### config.mk
export PLATFORM = sky130hd
export DESIGN_NAME = sync_conditioner_top
export DESIGN_NICKNAME = d
export VERILOG_FILES = /design/src/sync_pkg.sv /design/src/csync_gen.sv /design/src/host_cmd_regs.sv /design/src/sync_conditioner_top.sv /design/src/sync_output_stage.sv /design/src/sync_polarity_fix.sv
export VERILOG_INCLUDE_DIRS = /design/src /design/src/src
export SDC_FILE = /design/constraint.sdc
export NUM_CORES = 1
export LEC_CHECK = 0
export ABC_AREA = 1
export BUFFER_PORTS_ARGS = -buffer_cell sky130_fd_sc_hd__clkbuf_2
export CORE_ASPECT_RATIO = 1.4
export CORE_UTILIZATION = 40
export CTS_CLUSTER_DIAMETER = 100
export CTS_CLUSTER_SIZE = 8
export DETAILED_ROUTE_END_ITERATION = 16
export SYNTH_ARGS = -nofsm -noshare
export SYNTH_HDL_FRONTEND = slang
export SYNTH_SLANG_ARGS = --single-unit
export TNS_END_PERCENT = 10
### constraint.sdc
create_clock -name clk_sys -period 5.35 [get_ports clk_sys]
set_input_delay 0.535 -clock clk_sys [delete_from_list [all_inputs] [get_ports clk_sys]]
set_output_delay 0.535 -clock clk_sys [all_outputs]
set_load 0.01 [all_outputs]
### src/sync_conditioner_config.svh
// Width, command code, config bit and counter size macros for the sync conditioner
`ifndef SYNC_CONDITIONER_CONFIG_SVH
`define SYNC_CONDITIONER_CONFIG_SVH

//////////////////// Data widths
`define SYNC_PIX_W 24
`define SYNC_HOST_W 16
`define SYNC_LED_W 8

// Phase and line counters, covers line periods up to 65535 cycles
`define SYNC_CNT_W 16

// Sync channels, hsync and vsync
`define SYNC_N_CH 2

//////////////////// Host commands
`define SYNC_CMD_W 8
`define SYNC_CMD_CFG 8'h01
`define SYNC_CMD_LED 8'h25

// Csync enable inside the configuration word
`define SYNC_CFG_CSYNC_BIT 3

`endif

### src/sync_pkg.sv
// Shared types: pixel word, host word, LED byte and sync channel index
`include "sync_conditioner_config.svh"

package sync_pkg;

	//////////////////// Video payload

	// Packed RGB, red in the top byte
	typedef logic [`SYNC_PIX_W-1:0] pix_t;

	//////////////////// Host port

	// One strobed command or data word
	typedef logic [`SYNC_HOST_W-1:0] host_word_t;

	// Main board LEDs
	typedef logic [`SYNC_LED_W-1:0] led_t;

	//////////////////// Sync channels

	// Bit position of each sync line in the channel vectors
	typedef enum logic [0:0] {
		SYNC_CH_H = 1'b0,
		SYNC_CH_V = 1'b1
	} sync_ch_e;

endpackage

### src/csync_gen.sv
// Composite sync generator with vsync serration
`timescale 1ns/1ps
`include "sync_conditioner_config.svh"

module csync_gen (
	input  logic clk_sys,
	input  logic resetd,
	input  logic i_hs,
	input  logic i_vs,
	output logic o_csync
);

	logic                   hs_d;
	logic [`SYNC_CNT_W-1:0] cnt;
	logic [`SYNC_CNT_W-1:0] hs_len;
	logic [`SYNC_CNT_W-1:0] lo_len;
	logic [`SYNC_CNT_W:0]   tail_sum;
	logic                   serr;
	logic                   csync_q;

	////////////////////
	// Line measurement
	////////////////////

	// One counter times both phases, restarted on each hsync edge
	always_ff @(posedge clk_sys) begin
		if (resetd) begin
			hs_d   <= 1'b0;
			cnt    <= '0;
			hs_len <= '0;
			lo_len <= '0;
		end else begin
			hs_d <= i_hs;
			if (i_hs != hs_d) begin
				cnt <= '0;
			end else if (cnt != '1) begin
				cnt <= cnt + 1'b1;
			end
			if (i_hs & ~hs_d) begin
				lo_len <= cnt + 1'b1;
			end
			if (~i_hs & hs_d) begin
				hs_len <= cnt + 1'b1;
			end
		end
	end

	////////////////////
	// Serration
	////////////////////

	// Low phase position plus the hsync width, widened against overflow
	assign tail_sum = {1'b0, cnt} + {1'b0, hs_len} + 1'b1;

	// High from hsync start, low only for the last hsync width of the line
	assign serr = i_hs | hs_d | (tail_sum < {1'b0, lo_len});

	always_ff @(posedge clk_sys) begin
		if (resetd) begin
			csync_q <= 1'b0;
		end else begin
			csync_q <= i_vs ? serr : i_hs;
		end
	end

	assign o_csync = csync_q;

endmodule

### src/host_cmd_regs.sv
// Host command decoder: csync enable register, LED overtake and state, LED merge
`timescale 1ns/1ps
`include "sync_conditioner_config.svh"

module host_cmd_regs (
	input  logic                 clk_sys,
	input  logic                 resetd,
	input  logic                 i_io_sel,
	input  logic                 i_io_strobe,
	input  sync_pkg::host_word_t i_io_din,
	input  sync_pkg::led_t       i_led_status,
	output logic                 o_csync_en,
	output sync_pkg::led_t       o_led
);

	////////////////////
	// Input sampling
	////////////////////

	logic                  sel_s;
	logic                  strobe_s;
	logic                  strobe_d;
	sync_pkg::host_word_t  din_s;
	logic                  strobe_rise;

	always_ff @(posedge clk_sys) begin
		if (resetd) begin
			sel_s    <= 1'b0;
			strobe_s <= 1'b0;
			strobe_d <= 1'b0;
		end else begin
			sel_s    <= i_io_sel;
			strobe_s <= i_io_strobe;
			strobe_d <= strobe_s;
		end
	end

	// Data word travels with the sampled strobe
	always_ff @(posedge clk_sys) begin
		din_s <= i_io_din;
	end

	// Rising edge of the strobe, one cycle after it shows on the port
	assign strobe_rise = strobe_s & ~strobe_d;

	////////////////////
	// Command tracking
	////////////////////

	logic                   has_cmd;
	logic [`SYNC_CMD_W-1:0] cmd;
	logic                   csync_en;
	sync_pkg::led_t         led_overtake;
	sync_pkg::led_t         led_state;

	always_ff @(posedge clk_sys) begin
		if (resetd) begin
			has_cmd      <= 1'b0;
			cmd          <= '0;
			csync_en     <= 1'b0;
			led_overtake <= '0;
			led_state    <= '0;
		end else if (!sel_s) begin
			// Deselect ends the transfer, next word is a command again
			has_cmd <= 1'b0;
			cmd     <= '0;
		end else if (strobe_rise) begin
			if (!has_cmd) begin
				has_cmd <= 1'b1;
				cmd     <= din_s[`SYNC_CMD_W-1:0];
			end else begin
				case (cmd)
					`SYNC_CMD_CFG: begin
						// Only the csync enable of the config word is kept here
						csync_en <= din_s[`SYNC_CFG_CSYNC_BIT];
					end
					`SYNC_CMD_LED: begin
						// High byte is the overtake mask, low byte the state
						{led_overtake, led_state} <= din_s;
					end
					default: begin
						cmd <= cmd;
					end
				endcase
			end
		end
	end

	////////////////////
	// Outputs
	////////////////////

	assign o_csync_en = csync_en;

	// Overtaken bits show the host state, the rest show status
	assign o_led = (led_overtake & led_state) | (~led_overtake & i_led_status);

endmodule

### src/sync_conditioner_top.sv
// Top level: host command decoder, per-channel polarity fixers and output stage
`timescale 1ns/1ps
`include "sync_conditioner_config.svh"

module sync_conditioner_top (
	input  logic                 clk_sys,
	input  logic                 resetd,

	// Host command port
	input  logic                 i_io_sel,
	input  logic                 i_io_strobe,
	input  sync_pkg::host_word_t i_io_din,
	input  sync_pkg::led_t       i_led_status,

	// Raw video in
	input  logic                 i_hs,
	input  logic                 i_vs,
	input  logic                 i_de,
	input  sync_pkg::pix_t       i_pix,

	// Conditioned video out
	output logic                 o_hs,
	output logic                 o_vs,
	output logic                 o_de,
	output sync_pkg::pix_t       o_pix,

	output sync_pkg::led_t       o_led
);

	logic [`SYNC_N_CH-1:0] sync_raw;
	logic [`SYNC_N_CH-1:0] sync_norm;
	logic                  csync_en;

	////////////////////
	// Host registers
	////////////////////

	host_cmd_regs host_cmd_regs_inst (
		.clk_sys      (clk_sys),
		.resetd       (resetd),
		.i_io_sel     (i_io_sel),
		.i_io_strobe  (i_io_strobe),
		.i_io_din     (i_io_din),
		.i_led_status (i_led_status),
		.o_csync_en   (csync_en),
		.o_led        (o_led)
	);

	////////////////////
	// Polarity fix
	////////////////////

	assign sync_raw[sync_pkg::SYNC_CH_H] = i_hs;
	assign sync_raw[sync_pkg::SYNC_CH_V] = i_vs;

	// One fixer per sync line
	generate
		for (genvar ch = 0; ch < `SYNC_N_CH; ch++) begin : g_sync_fix
			sync_polarity_fix sync_polarity_fix_inst (
				.clk_sys (clk_sys),
				.resetd  (resetd),
				.i_sync  (sync_raw[ch]),
				.o_sync  (sync_norm[ch])
			);
		end
	endgenerate

	////////////////////
	// Output stage
	////////////////////

	sync_output_stage sync_output_stage_inst (
		.clk_sys    (clk_sys),
		.resetd     (resetd),
		.i_csync_en (csync_en),
		.i_sync     (sync_norm),
		.i_de       (i_de),
		.i_pix      (i_pix),
		.o_hs       (o_hs),
		.o_vs       (o_vs),
		.o_de       (o_de),
		.o_pix      (o_pix)
	);

endmodule

### src/sync_output_stage.sv
// Output stage: hsync or composite sync select, registered video outputs
`timescale 1ns/1ps
`include "sync_conditioner_config.svh"

module sync_output_stage (
	input  logic                   clk_sys,
	input  logic                   resetd,
	input  logic                   i_csync_en,
	input  logic [`SYNC_N_CH-1:0]  i_sync,
	input  logic                   i_de,
	input  sync_pkg::pix_t         i_pix,
	output logic                   o_hs,
	output logic                   o_vs,
	output logic                   o_de,
	output sync_pkg::pix_t         o_pix
);

	logic           csync;
	logic           hs_bypass;
	logic           hs_q;
	logic           vs_q1;
	logic           vs_q2;
	logic           de_q1;
	logic           de_q2;
	sync_pkg::pix_t pix_q1;
	sync_pkg::pix_t pix_q2;

	csync_gen csync_gen_inst (
		.clk_sys (clk_sys),
		.resetd  (resetd),
		.i_hs    (i_sync[sync_pkg::SYNC_CH_H]),
		.i_vs    (i_sync[sync_pkg::SYNC_CH_V]),
		.o_csync (csync)
	);

	////////////////////
	// Output registers
	////////////////////

	always_ff @(posedge clk_sys) begin
		if (resetd) begin
			hs_bypass <= 1'b0;
			hs_q      <= 1'b0;
			vs_q1     <= 1'b0;
			vs_q2     <= 1'b0;
			de_q1     <= 1'b0;
			de_q2     <= 1'b0;
			pix_q1    <= '0;
			pix_q2    <= '0;
		end else begin
			// Bypass gets the same one cycle that csync_gen costs
			hs_bypass <= i_sync[sync_pkg::SYNC_CH_H];
			hs_q      <= i_csync_en ? csync : hs_bypass;

			vs_q1  <= i_sync[sync_pkg::SYNC_CH_V];
			vs_q2  <= vs_q1;
			de_q1  <= i_de;
			de_q2  <= de_q1;
			pix_q1 <= i_pix;
			pix_q2 <= pix_q1;
		end
	end

	assign o_hs  = hs_q;
	assign o_vs  = vs_q2;
	assign o_de  = de_q2;
	assign o_pix = pix_q2;

endmodule

### src/sync_polarity_fix.sv
// Sync polarity normalizer, makes one sync line an active high pulse on its shorter phase
`timescale 1ns/1ps
`include "sync_conditioner_config.svh"

module sync_polarity_fix (
	input  logic clk_sys,
	input  logic resetd,
	input  logic i_sync,
	output logic o_sync
);

	logic                   sync_s1;
	logic                   sync_s2;
	logic                   edge_seen;
	logic [`SYNC_CNT_W-1:0] phase_cnt;
	logic [`SYNC_CNT_W-1:0] high_len;
	logic [`SYNC_CNT_W-1:0] low_len;
	logic                   pol;

	always_ff @(posedge clk_sys) begin
		if (resetd) begin
			sync_s1   <= 1'b0;
			sync_s2   <= 1'b0;
			edge_seen <= 1'b0;
			phase_cnt <= '0;
			high_len  <= '0;
			low_len   <= '0;
			pol       <= 1'b0;
		end else begin
			sync_s1   <= i_sync;
			sync_s2   <= sync_s1;
			edge_seen <= sync_s1 ^ sync_s2;

			// Phase length counter, restarts on every edge, holds at max
			if (sync_s1 ^ sync_s2) begin
				phase_cnt <= '0;
			end else if (phase_cnt != '1) begin
				phase_cnt <= phase_cnt + 1'b1;
			end

			// Rising edge closes a low phase, falling edge a high one
			if (sync_s1 & ~sync_s2) begin
				low_len <= phase_cnt;
			end
			if (~sync_s1 & sync_s2) begin
				high_len <= phase_cnt;
			end

			// Longer high phase means the active part is low
			if (edge_seen) begin
				pol <= high_len > low_len;
			end
		end
	end

	// No added latency on the sync itself
	assign o_sync = i_sync ^ pol;

endmodule

# ---- Word level (Yosys, flattened, before mapping)
# Index checks and enable logic that the tools add are counted.
dict set report classes {
  add_sub_neg 5
  multipliers 0
  div_mod_pow 0
  order_cmp 3
  n_eq_ne 6
  n_shift 0
  muxes 2
  n_bitwise 26
  reduce_logical 7
}
# cell n
set ops {}
lappend ops {{$add 16x1->16 const B} 3}
lappend ops {{$ne 16x16->1 const B} 3}
lappend ops {{$gt 16x16->1} 2}
lappend ops {{$add 16x16->17} 1}
lappend ops {{$add 17x1->17 const B} 1}
lappend ops {{$lt 17x16->1} 1}
lappend ops {{$and 8x8->8} 2}
lappend ops {{$not 1->1} 9}
lappend ops {{$eq 8x1->1 const B} 1}
lappend ops {{$eq 8x6->1 const B} 1}
lappend ops {{$not 8->8} 1}
lappend ops {{$or 8x8->8} 1}
lappend ops {{$reduce_and 4->1} 2}
lappend ops {{$reduce_or 2->1} 4}
lappend ops {{$and 1x1->1} 7}
lappend ops {{$xor 1x1->1} 4}
lappend ops {{$mux 1} 2}
lappend ops {{$or 1x1->1} 2}
lappend ops {{$reduce_and 2->1} 1}
lappend ops {{$ne 1x1->1} 1}
dict set report totals {
  ff_bits 252
  latchBits 0
  mem_bits_rw 0
  romBits 0
  input_bits 55
  n_memories 0
}

# ---- Depth between registers and ports, before layout
# Gate-level depths: netlist of the first run.
dict set report depth {
  word_depth 5
  mapped_depth 21
}

# ---- Hierarchy
# From an unflattened synthesis of the first run, not the netlist that was laid out.
dict set report unflattened {
  cells_unflattened 1466
  area_unflattened_um2 11436.0
}
# module instances cells_each area_per_inst_um2
set modules_own_cells {}
lappend modules_own_cells {csync_gen 1 449 3238.1}
lappend modules_own_cells {{sync_polarity_fix (g_sync_fix[1].sync_polarity_fix_inst)} 1 325 2481.1}
lappend modules_own_cells {{sync_polarity_fix (g_sync_fix[0].sync_polarity_fix_inst)} 1 324 2472.4}
lappend modules_own_cells {host_cmd_regs 1 196 1675.4}
lappend modules_own_cells {sync_output_stage 1 172 1569.0}

# ---- Least setup slack after synthesis of the first run
# Ideal clock, no wire load.
dict set report synth_timing {
  path_kind {register to register}
  startpoint {register sync_output_stage_inst.csync_gen_inst.cnt[0]}
  endpoint {register sync_output_stage_inst.csync_gen_inst.csync_q, in the netlist sync_output_stage_inst.csync_gen_inst.o_csync}
  setup_ps 70
  arrival_ps 2603
  t_required_ps 5280
  slack_ps 2677
  stages_incl_launch_ff 20
  period_less_slack_ps 2673
  cell_sequence {dfxtp_1 -> inv_1 -> ha_1 -> inv_1 -> fa_1 -> nand3_1 -> nand2_1 -> a21o_1 -> a31oi_1 -> xnor2_1 -> ha_1 -> a21oi_1 -> nor2_1 -> a211oi_1 -> nand2_1 -> nand2_1 -> nand2_1 -> nand2_1 -> nand2_1 -> a21oi_1}
}
dict set report synth_between {
  elab_chain_len 5
}
# element line_no
set synth_lines {}
lappend synth_lines {{from (decl)} csync_gen.sv:14} ;# logic [`SYNC_CNT_W-1:0] cnt;
lappend synth_lines {{from (signal assigned)} csync_gen.sv:37} ;# cnt <= cnt + 1'b1;
lappend synth_lines {{$add 16x16->17} csync_gen.sv:53} ;# assign tail_sum = {1'b0, cnt} + {1'b0, hs_len} + 1'b1;
lappend synth_lines {{$add 17x1->17} csync_gen.sv:53}
lappend synth_lines {{$lt 17x16->1} csync_gen.sv:56} ;# assign serr = i_hs | hs_d | (tail_sum < {1'b0, lo_len});
lappend synth_lines {{$or 1x1->1} csync_gen.sv:56}
lappend synth_lines {{$mux 1} csync_gen.sv:62} ;# csync_q <= i_vs ? serr : i_hs;
lappend synth_lines {{to (signal assigned)} csync_gen.sv:62}
lappend synth_lines {{to (decl)} csync_gen.sv:19} ;# logic csync_q;
# Every way passes these cells.
# A chain may end at the register's enable or synchronous reset.

# ---- Worst setup path after layout of the first run
# Ends and elaborated chain as after synthesis.

==> flow_summary_export.csv, run 1 <==
group,metric,value,unit
finish,drive_gt1_frac,0.122,
cts,cts_tree,"yes",
cts,clockRootBuffer,"clkbuf_16",
sta,finalMaxSlewViolations,0,
sta,relSlewSlack,0.284,
sta,fin_crit,3.00,ns
synth,synth-main-ff-cell,"dfxtp_1",
finish,n_fill_cell,2696,
cts,ctsResizeCount,0,
worst_setup_path,r2r_cells,19,
synth,synth_edf_count,0,
floorplan,core,26900,sq um
synth,syn-mean-instance-area,8.01,sq um
routing,drc,0,
worst_hold_path,hold_path_depth,1,
floorplan,initial_core_util,0.408,
cts,cts_buffers,37,
synth,async_reset_ff_frac,0,
worst_setup_path,cp_data_arrival_time,3.46,ns
flow_run,cap_violations,0,
sta,hold_viol_final,0,
floorplan,die_w,142,um
synth,yosys.area.top_type,"dfxtp_1",
sta,rsz0062_at_grt,"no",
finish,stdcell_count,1824,
finish,fin_area,12700,sq um
cts,cts-htree-levels,2,
worst_setup_path,path_delay_family,"adder cells",
floorplan,dieArea,28100,sq um
synth,ys_seq_area_frac,0.460,
sta,skew,0.0111,ns
routing,drtPass1Iterations,4,
sta,post-route-period-util,0.561,
worst_setup_path,crit_top_cell,"nand2_1",
routing,routed.top_layer,"met4",
worst_setup_path,path_depth,19,
synth,ys_ff_latch,252,
sta,final-setup-viol-count,0,
worst_setup_path,cp_num_buf_inv,2,
worst_setup_path,cp_max_fo,6,
finish,seq_area,5040,sq um
routing,ant_nets,0,
cts,postCtsSetupRepairBufs,0,
worst_setup_path,critPathLaunchType,"register",
floorplan,fp-row-count,71,
worst_setup_path,cpMaxStageDelayCell,"fa_1",
grt,grt_remaining_overflow,0,
placement,portBuffers,89,
sta,setup_slack,2.35,ns
synth,yosys.area.top_type_share,0.460,
worst_setup_path,crit_type,"reg -> reg",
finish,fin_util,0.474,
sta,clock.fmax,333,MHz
finish,syn2layout_area_growth,16.2,%
grt,antenna_found_initial,0,
synth,syn-num-nets,1498,
sta,tightest_slew,1.07,ns
outcome,outcome,"finished, final reports clean",
sta,tns,0,ns
cts,max-clock-path-buffers,3,
worst_setup_path,path_cells,"inv_1 > ha_1 > inv_1 > fa_1 > nand3_1 > nand2_1 > a21o_1 > a31oi_1 > xnor2_1 > ha_1 > a21oi_1 > nor2_1 > a211oi_1 > nand2_1 > nand2_1 > nand2_1 > nand2_1 > nand2_1 > a21oi_1",
worst_setup_path,crit_path_end_kind,"register",
routing,num_vias,8633,
synth,synth_area_leaders,"dfxtp_1 (46%), inv_1 (8.3%), ha_1 (8.3%)",
grt,grt_max_degree,106,
floorplan,die_h,198,um
pwr,p_leak,5.97,nW
routing,met3_length,986,um
worst_setup_path,cp.required,5.80,ns
floorplan,num_io_pins,90,
placement,place_congestion,0.837,
cts,cts.reportedPaths.clkPinSlew,0.05,ns
pwr,power,4.51,mW
finish,final_common_cell,"dfxtp_1",
sta,hold_ws,0.112,ns
routing,met1_length,9950,um
routing,vias_per_cell,4.73,
placement,place_area,11700,sq um
synth,syn_inst,1369,
routing,drtIter0Drc,327,
synth,yosys_warnings,0,
finish,multiInputGateArea,4820,sq um
routing,wl,23200,um
grt,grt_pass1_vias,8493,
placement,place_hpwl,16400,um
pwr,power_density,354,nW/um^2
cts,cts_num_sinks,252,
placement,dp.cells,1783,
cts,clk_latency,0.52,ns
worst_setup_path,slowest_delay,0.40,ns
grt,grt.total_usage,0.173,
cts,hold_buffers,0,
routing,wl_per_cell,12.7,um
worst_hold_path,hold_path.class,"in -> reg",
synth,syn_area,11000,sq um
finish,final_nets,1586,
finish,antenna-diode-count,0,
synth,yosysUniqueCellTypes,47,
finish,layout_common_cells,"dfxtp_1 (252), inv_1 (243), nor2_1 (171)",
placement,place_ws,2.41,ns
pwr,ir_drop,0.247,mV
routing,route.met2.wl,11700,um
grt,grt_pass1_wl,39600,um
-- final timing paths --
kind                                                             start                                                  endpoint  slack [ns]
max          sync_output_stage_inst.csync_gen_inst.cnt[0]$_SDFFE_PP0P_  sync_output_stage_inst.csync_gen_inst.o_csync$_SDFF_PP0_        2.35
min                                                        i_io_din[0]                       host_cmd_regs_inst.din_s[0]$_DFF_P_        0.11
max reg2reg  sync_output_stage_inst.csync_gen_inst.cnt[0]$_SDFFE_PP0P_  sync_output_stage_inst.csync_gen_inst.o_csync$_SDFF_PP0_        2.35
min reg2reg               sync_output_stage_inst.pix_q1[10]$_SDFF_PP0_               sync_output_stage_inst.o_pix[10]$_SDFF_PP0_        0.39
-- kinds of logic (layout without fill, tap and decap cells) --
group | after synthesis | in the layout | share of synthesized area
XOR/XNOR | 35 | 35 | 0.0279
buffers and inverters | 290 | 380 | 0.100
AND/OR/NAND/NOR | 405 | 405 | 0.172
AO/OA/AOI/OAI | 305 | 305 | 0.147
flip-flops | 252 | 252 | 0.460
adder cells (fa/ha/maj) | 74 | 74 | 0.0851
multiplexers | 8 | 8 | 0.00821
-- final cells by class --
cell class / instances / area share
Tap cell: 365 / 0.0358
Multi-Input combinational cell: 827 / 0.378
Clock inverter: 4 / 0.00756
Timing Repair Buffer: 92 / 0.0369
Clock buffer: 37 / 0.0726
Inverter: 247 / 0.0729
Sequential cell: 252 / 0.396
-- synth_stat cells (all sizes together) (3+ instances only) --
master  number
nand2      123
nand3       41
nor2       178
xor2        27
a21o         4
nor3        30
o211ai       3
mux2         8
xnor2        8
clkbuf      41
o21ai      132
a31oi        7
nand4       14
o21bai       5
ha          73
inv        246
dfxtp      252
a211oi       6
a21oi      142
nor4        16
-- routing by layer --
metal | track usage | vias up
met5 | 0 | -
met4 | 0.0605 | 0
met3 | 0.0394 | 40
met2 | 0.319 | 124
met1 | 0.193 | 3891
li1 | - | 4578
-- worst reg2reg max path, cell delays in order, from the launching register on --
cell and delay [ns]:
dfxtp_1 0.36, inv_1 0.10, ha_1 0.19, inv_1 0.07, fa_1 0.40, nand3_1 0.10
nand2_1 0.12, a21o_1 0.22, a31oi_1 0.16, xnor2_1 0.15, ha_1 0.27, a21oi_1 0.17
nor2_1 0.06, a211oi_1 0.17, nand2_1 0.08, nand2_1 0.06, nand2_1 0.05, nand2_1 0.05
nand2_1 0.04, a21oi_1 0.11
-- where the power goes --
group / leakage [nW] / internal (mW) / total, mW / switching, mW
logic: 3.41 / 0.159 / 0.409 / 0.251
registers: 2.06 / 1.97 / 2.01 / 0.0409
clock network: 0.498 / 1.28 / 2.09 / 0.807
-- flip-flops by register name, summed over array words and instances (netlist names), 8 cells and up --
register / flops
sync_output_stage_inst.pix_q1: 24
g_sync_fix.sync_polarity_fix_inst.phase_cnt: 32
host_cmd_regs_inst.cmd: 8
sync_output_stage_inst.csync_gen_inst.hs_len: 16
host_cmd_regs_inst.din_s: 16
sync_output_stage_inst.csync_gen_inst.lo_len: 16
host_cmd_regs_inst.led_overtake: 8
sync_output_stage_inst.csync_gen_inst.cnt: 16
g_sync_fix.sync_polarity_fix_inst.low_len: 32
g_sync_fix.sync_polarity_fix_inst.high_len: 32
host_cmd_regs_inst.led_state: 8
sync_output_stage_inst.o_pix: 24
Note: power is estimated with default switching activity, not from simulation.
==> inputs of run 2 (changes only) <==
Clock period 5.35 ns to 2.7 ns, I/O delays scaled along.
==> run 2 against run 1 <==
  * The flow now finishes with violations (negative setup slack)
  * Register-to-register slack got worse by 2.4 ns
  * Routed wire length rose by 6.8%
  * Setup slack got worse by 2.4 ns
  * Clock skew barely moved
  * Flip-flop and latch count did not move
  * Fmax rose by 10%
  * Sequential power rose by 98%
  * Utilization rose by 2.7 points
  * Critical path type unchanged
  * Critical endpoint unchanged
  * Largest cell class unchanged
==> flow_summary_export.csv, run 2 (same netlist as run 1, synthesis figures left out) <==
group,metric,value,unit
worst_setup_path,cp_max_fo,3,
routing,route.met2.wl,12600,um
pwr,power_density,674,nW/um^2
pwr,p_int,6.84,mW
placement,place_congestion,0.829,
worst_setup_path,r2r_cells,19,
worst_setup_path,r2r-start,"sync_output_stage_inst.csync_gen_inst.cnt[0]$_SDFFE_PP0P_",
routing,met1_length,10600,um
sta,relSlewSlack,0.532,
floorplan,die_w,142,um
routing,ant_nets,0,
routing,vias_per_cell,4.77,
worst_setup_path,startpoint,"sync_output_stage_inst.csync_gen_inst.cnt[0]$_SDFFE_PP0P_",
worst_setup_path,path_cells,"inv_2 > ha_4 > inv_2 > fa_2 > nand3_2 > nand2_2 > a21o_1 > a31oi_2 > xnor2_1 > ha_1 > a21oi_2 > nor2_1 > a211oi_1 > nand2_1 > nand2_1 > nand2_1 > nand2_1 > nand2_1 > a21oi_1",
pwr,switchingPower,2.25,mW
pwr,power_frac_comb,0.104,
worst_setup_path,cp.required,3.16,ns
outcome,violations,"negative setup slack",
finish,layout_common_cells,"dfxtp_1 (250), inv_1 (240), nor2_1 (169)",
routing,drtPass1Iterations,5,
worst_hold_path,hold_start,"resetd",
finish,final_common_cell,"dfxtp_1",
worst_setup_path,crit_top_cell,"nand2_1",
floorplan,core,26900,sq um
worst_setup_path,cp_data_arrival_time,3.18,ns
finish,stdcell_count,1897,
routing,drtIter0Drc,361,
worst_setup_path,rr_endpoint,"sync_output_stage_inst.csync_gen_inst.o_csync$_SDFF_PP0_",
pwr,p_seq_frac,0.438,
cts,cts_num_sinks,252,
worst_setup_path,regToRegSetupSlack,-0.02,ns
routing,wl_per_cell,13.1,um
finish,fin_area,13500,sq um
cts,max-clock-path-buffers,3,
worst_setup_path,path_depth,19,
sta,clock.fmax,367,MHz
finish,drive_gt1_frac,0.145,
routing,met3_length,1030,um
sta,skew,0.0107,ns
flow_run,cap_violations,0,
pwr,p_leak,6.30,nW
grt,grt_remaining_overflow,0,
sta,hold_viol_final,0,
sta,rsz0062_at_grt,"yes",
cts,cts-htree-levels,2,
cts,clk_latency,0.53,ns
sta,hold_ws,0.124,ns
pwr,ir_drop,0.495,mV
finish,final_nets,1659,
worst_setup_path,cpMaxStageDelayCell,"fa_2",
worst_setup_path,crit_end,"sync_output_stage_inst.csync_gen_inst.o_csync$_SDFF_PP0_",
worst_setup_path,crit_type,"reg -> reg",
routing,drc,0,
sta,tightest_slew,0.699,ns
worst_setup_path,path_delay_family,"compound AO/OA/AOI/OAI gates",
placement,dp.cells,1807,
pwr,power,9.09,mW
sta,setup_slack,-0.0231,ns
floorplan,fp-row-count,71,
floorplan,die_h,198,um
grt,antenna_found_initial,0,
routing,routed.top_layer,"met4",
worst_setup_path,cp_num_buf_inv,2,
floorplan,initial_core_util,0.408,
pwr,power_frac_clock,0.458,
grt,grt_pass1_wl,41500,um
cts,cts.reportedPaths.clkPinSlew,0.05,ns
sta,finalMaxSlewViolations,0,
pwr,p_sw_frac,0.247,
cts,cts_tree,"yes",
grt,grt.total_usage,0.183,
cts,clockRootBuffer,"clkbuf_16",
worst_setup_path,critPathLaunchType,"register",
sta,fin_crit,2.72,ns
grt,grt_max_degree,47,
placement,portBuffers,89,
floorplan,dieArea,28100,sq um
placement,place_area,11900,sq um
worst_hold_path,hold_path.class,"in -> reg",
finish,syn2layout_area_growth,22.9,%
grt,grt_pass1_vias,8805,
cts,cts_buffers,37,
worst_setup_path,slowest_delay,0.36,ns
finish,antenna-diode-count,0,
worst_setup_path,crit_path_end_kind,"register",
sta,final-setup-viol-count,1,
finish,top_regs,"g_sync_fix.sync_polarity_fix_inst.high_len: 32 flops, g_sync_fix.sync_polarity_fix_inst.low_len: 32 flops, g_sync_fix.sync_polarity_fix_inst.phase_cnt: 32 flops",
sta,post-route-period-util,1.01,
floorplan,num_io_pins,90,
routing,num_vias,9043,
outcome,outcome,"complete, but fails checks",
placement,place_hpwl,16700,um
routing,wl,24800,um
## run 2: cell types whose count changed in the layout (fill, tap and decap cells not counted), sizes merged
cell / before / now
buf: 4 / 32
dlygate4sd3: 0 / 45
## run 2: stage by stage
step,setup TNS (ns),worst slack [ns],util
floorplan,0,0.0270,-
global placement,-0.00157,-0.00157,0.442
detailed placement,-0.0746,-0.0746,0.442
CTS,-0.0224,-0.0224,0.498
global route,-0.251,-0.251,0.501
finish,-0.0231,-0.0231,0.501
## run 2: power by group through the flow
stage | registers, mW | logic, mW | clock network (mW)
after global placement | 4.04 | 0.851 | 0
after detailed placement | 4.05 | 0.861 | 0
after CTS | 3.98 | 0.923 | 4.28
final | 3.98 | 0.948 | 4.16
after global routing | 3.99 | 1.09 | 4.42
after floorplan | 4.04 | 0.592 | 0
## run 2: area by class of cell
| cell class | count | area [sq um] |
|---|---|---|
| repair buffers | 165 | 1130 |
| flip-flops and latches | 252 | 5050 |
| clock inverters | 4 | 96.3 |
| clock buffers | 37 | 926 |
| fillers | 2559 | 13400 |
| well taps | 365 | 457 |
| multi-input cells | 827 | 4890 |
| inverters | 247 | 930 |
## run 2: worst min path at each step
stage / to / slack, ns / depth (start not counted)
after floorplan: host_cmd_regs_inst.din_s[0]$_DFF_P_ / 0.30 / 0
final: sync_output_stage_inst.hs_bypass$_SDFF_PP0_ / 0.12 / 2
after global routing: g_sync_fix[0].sync_polarity_fix_inst.sync_s1$_SDFF_PP0_ / 0.12 / 2
after global placement: host_cmd_regs_inst.din_s[14]$_DFF_P_ / 0.37 / 1
after CTS: g_sync_fix[0].sync_polarity_fix_inst.sync_s1$_SDFF_PP0_ / 0.10 / 2
after detailed placement: host_cmd_regs_inst.din_s[0]$_DFF_P_ / 0.37 / 1
## run 2: timing repair
item | 4_1_cts | 5_1_grt
gates resized for setup | 6 | 14
endpoints found under the hold margin | 45 | 0
hold buffers | 45 | 0
gates cloned | 0 | 0
buffers inserted | 1 | 3
setup endpoints to repair | 1 | 1
pin swaps | 1 | 11
## run 2: routing by layer
metal / vias up / track usage
met5: - / 0
met4: 0 / 0.0605
met3: 45 / 0.0389
met2: 146 / 0.339
met1: 4126 / 0.205
li1: 4726 / -
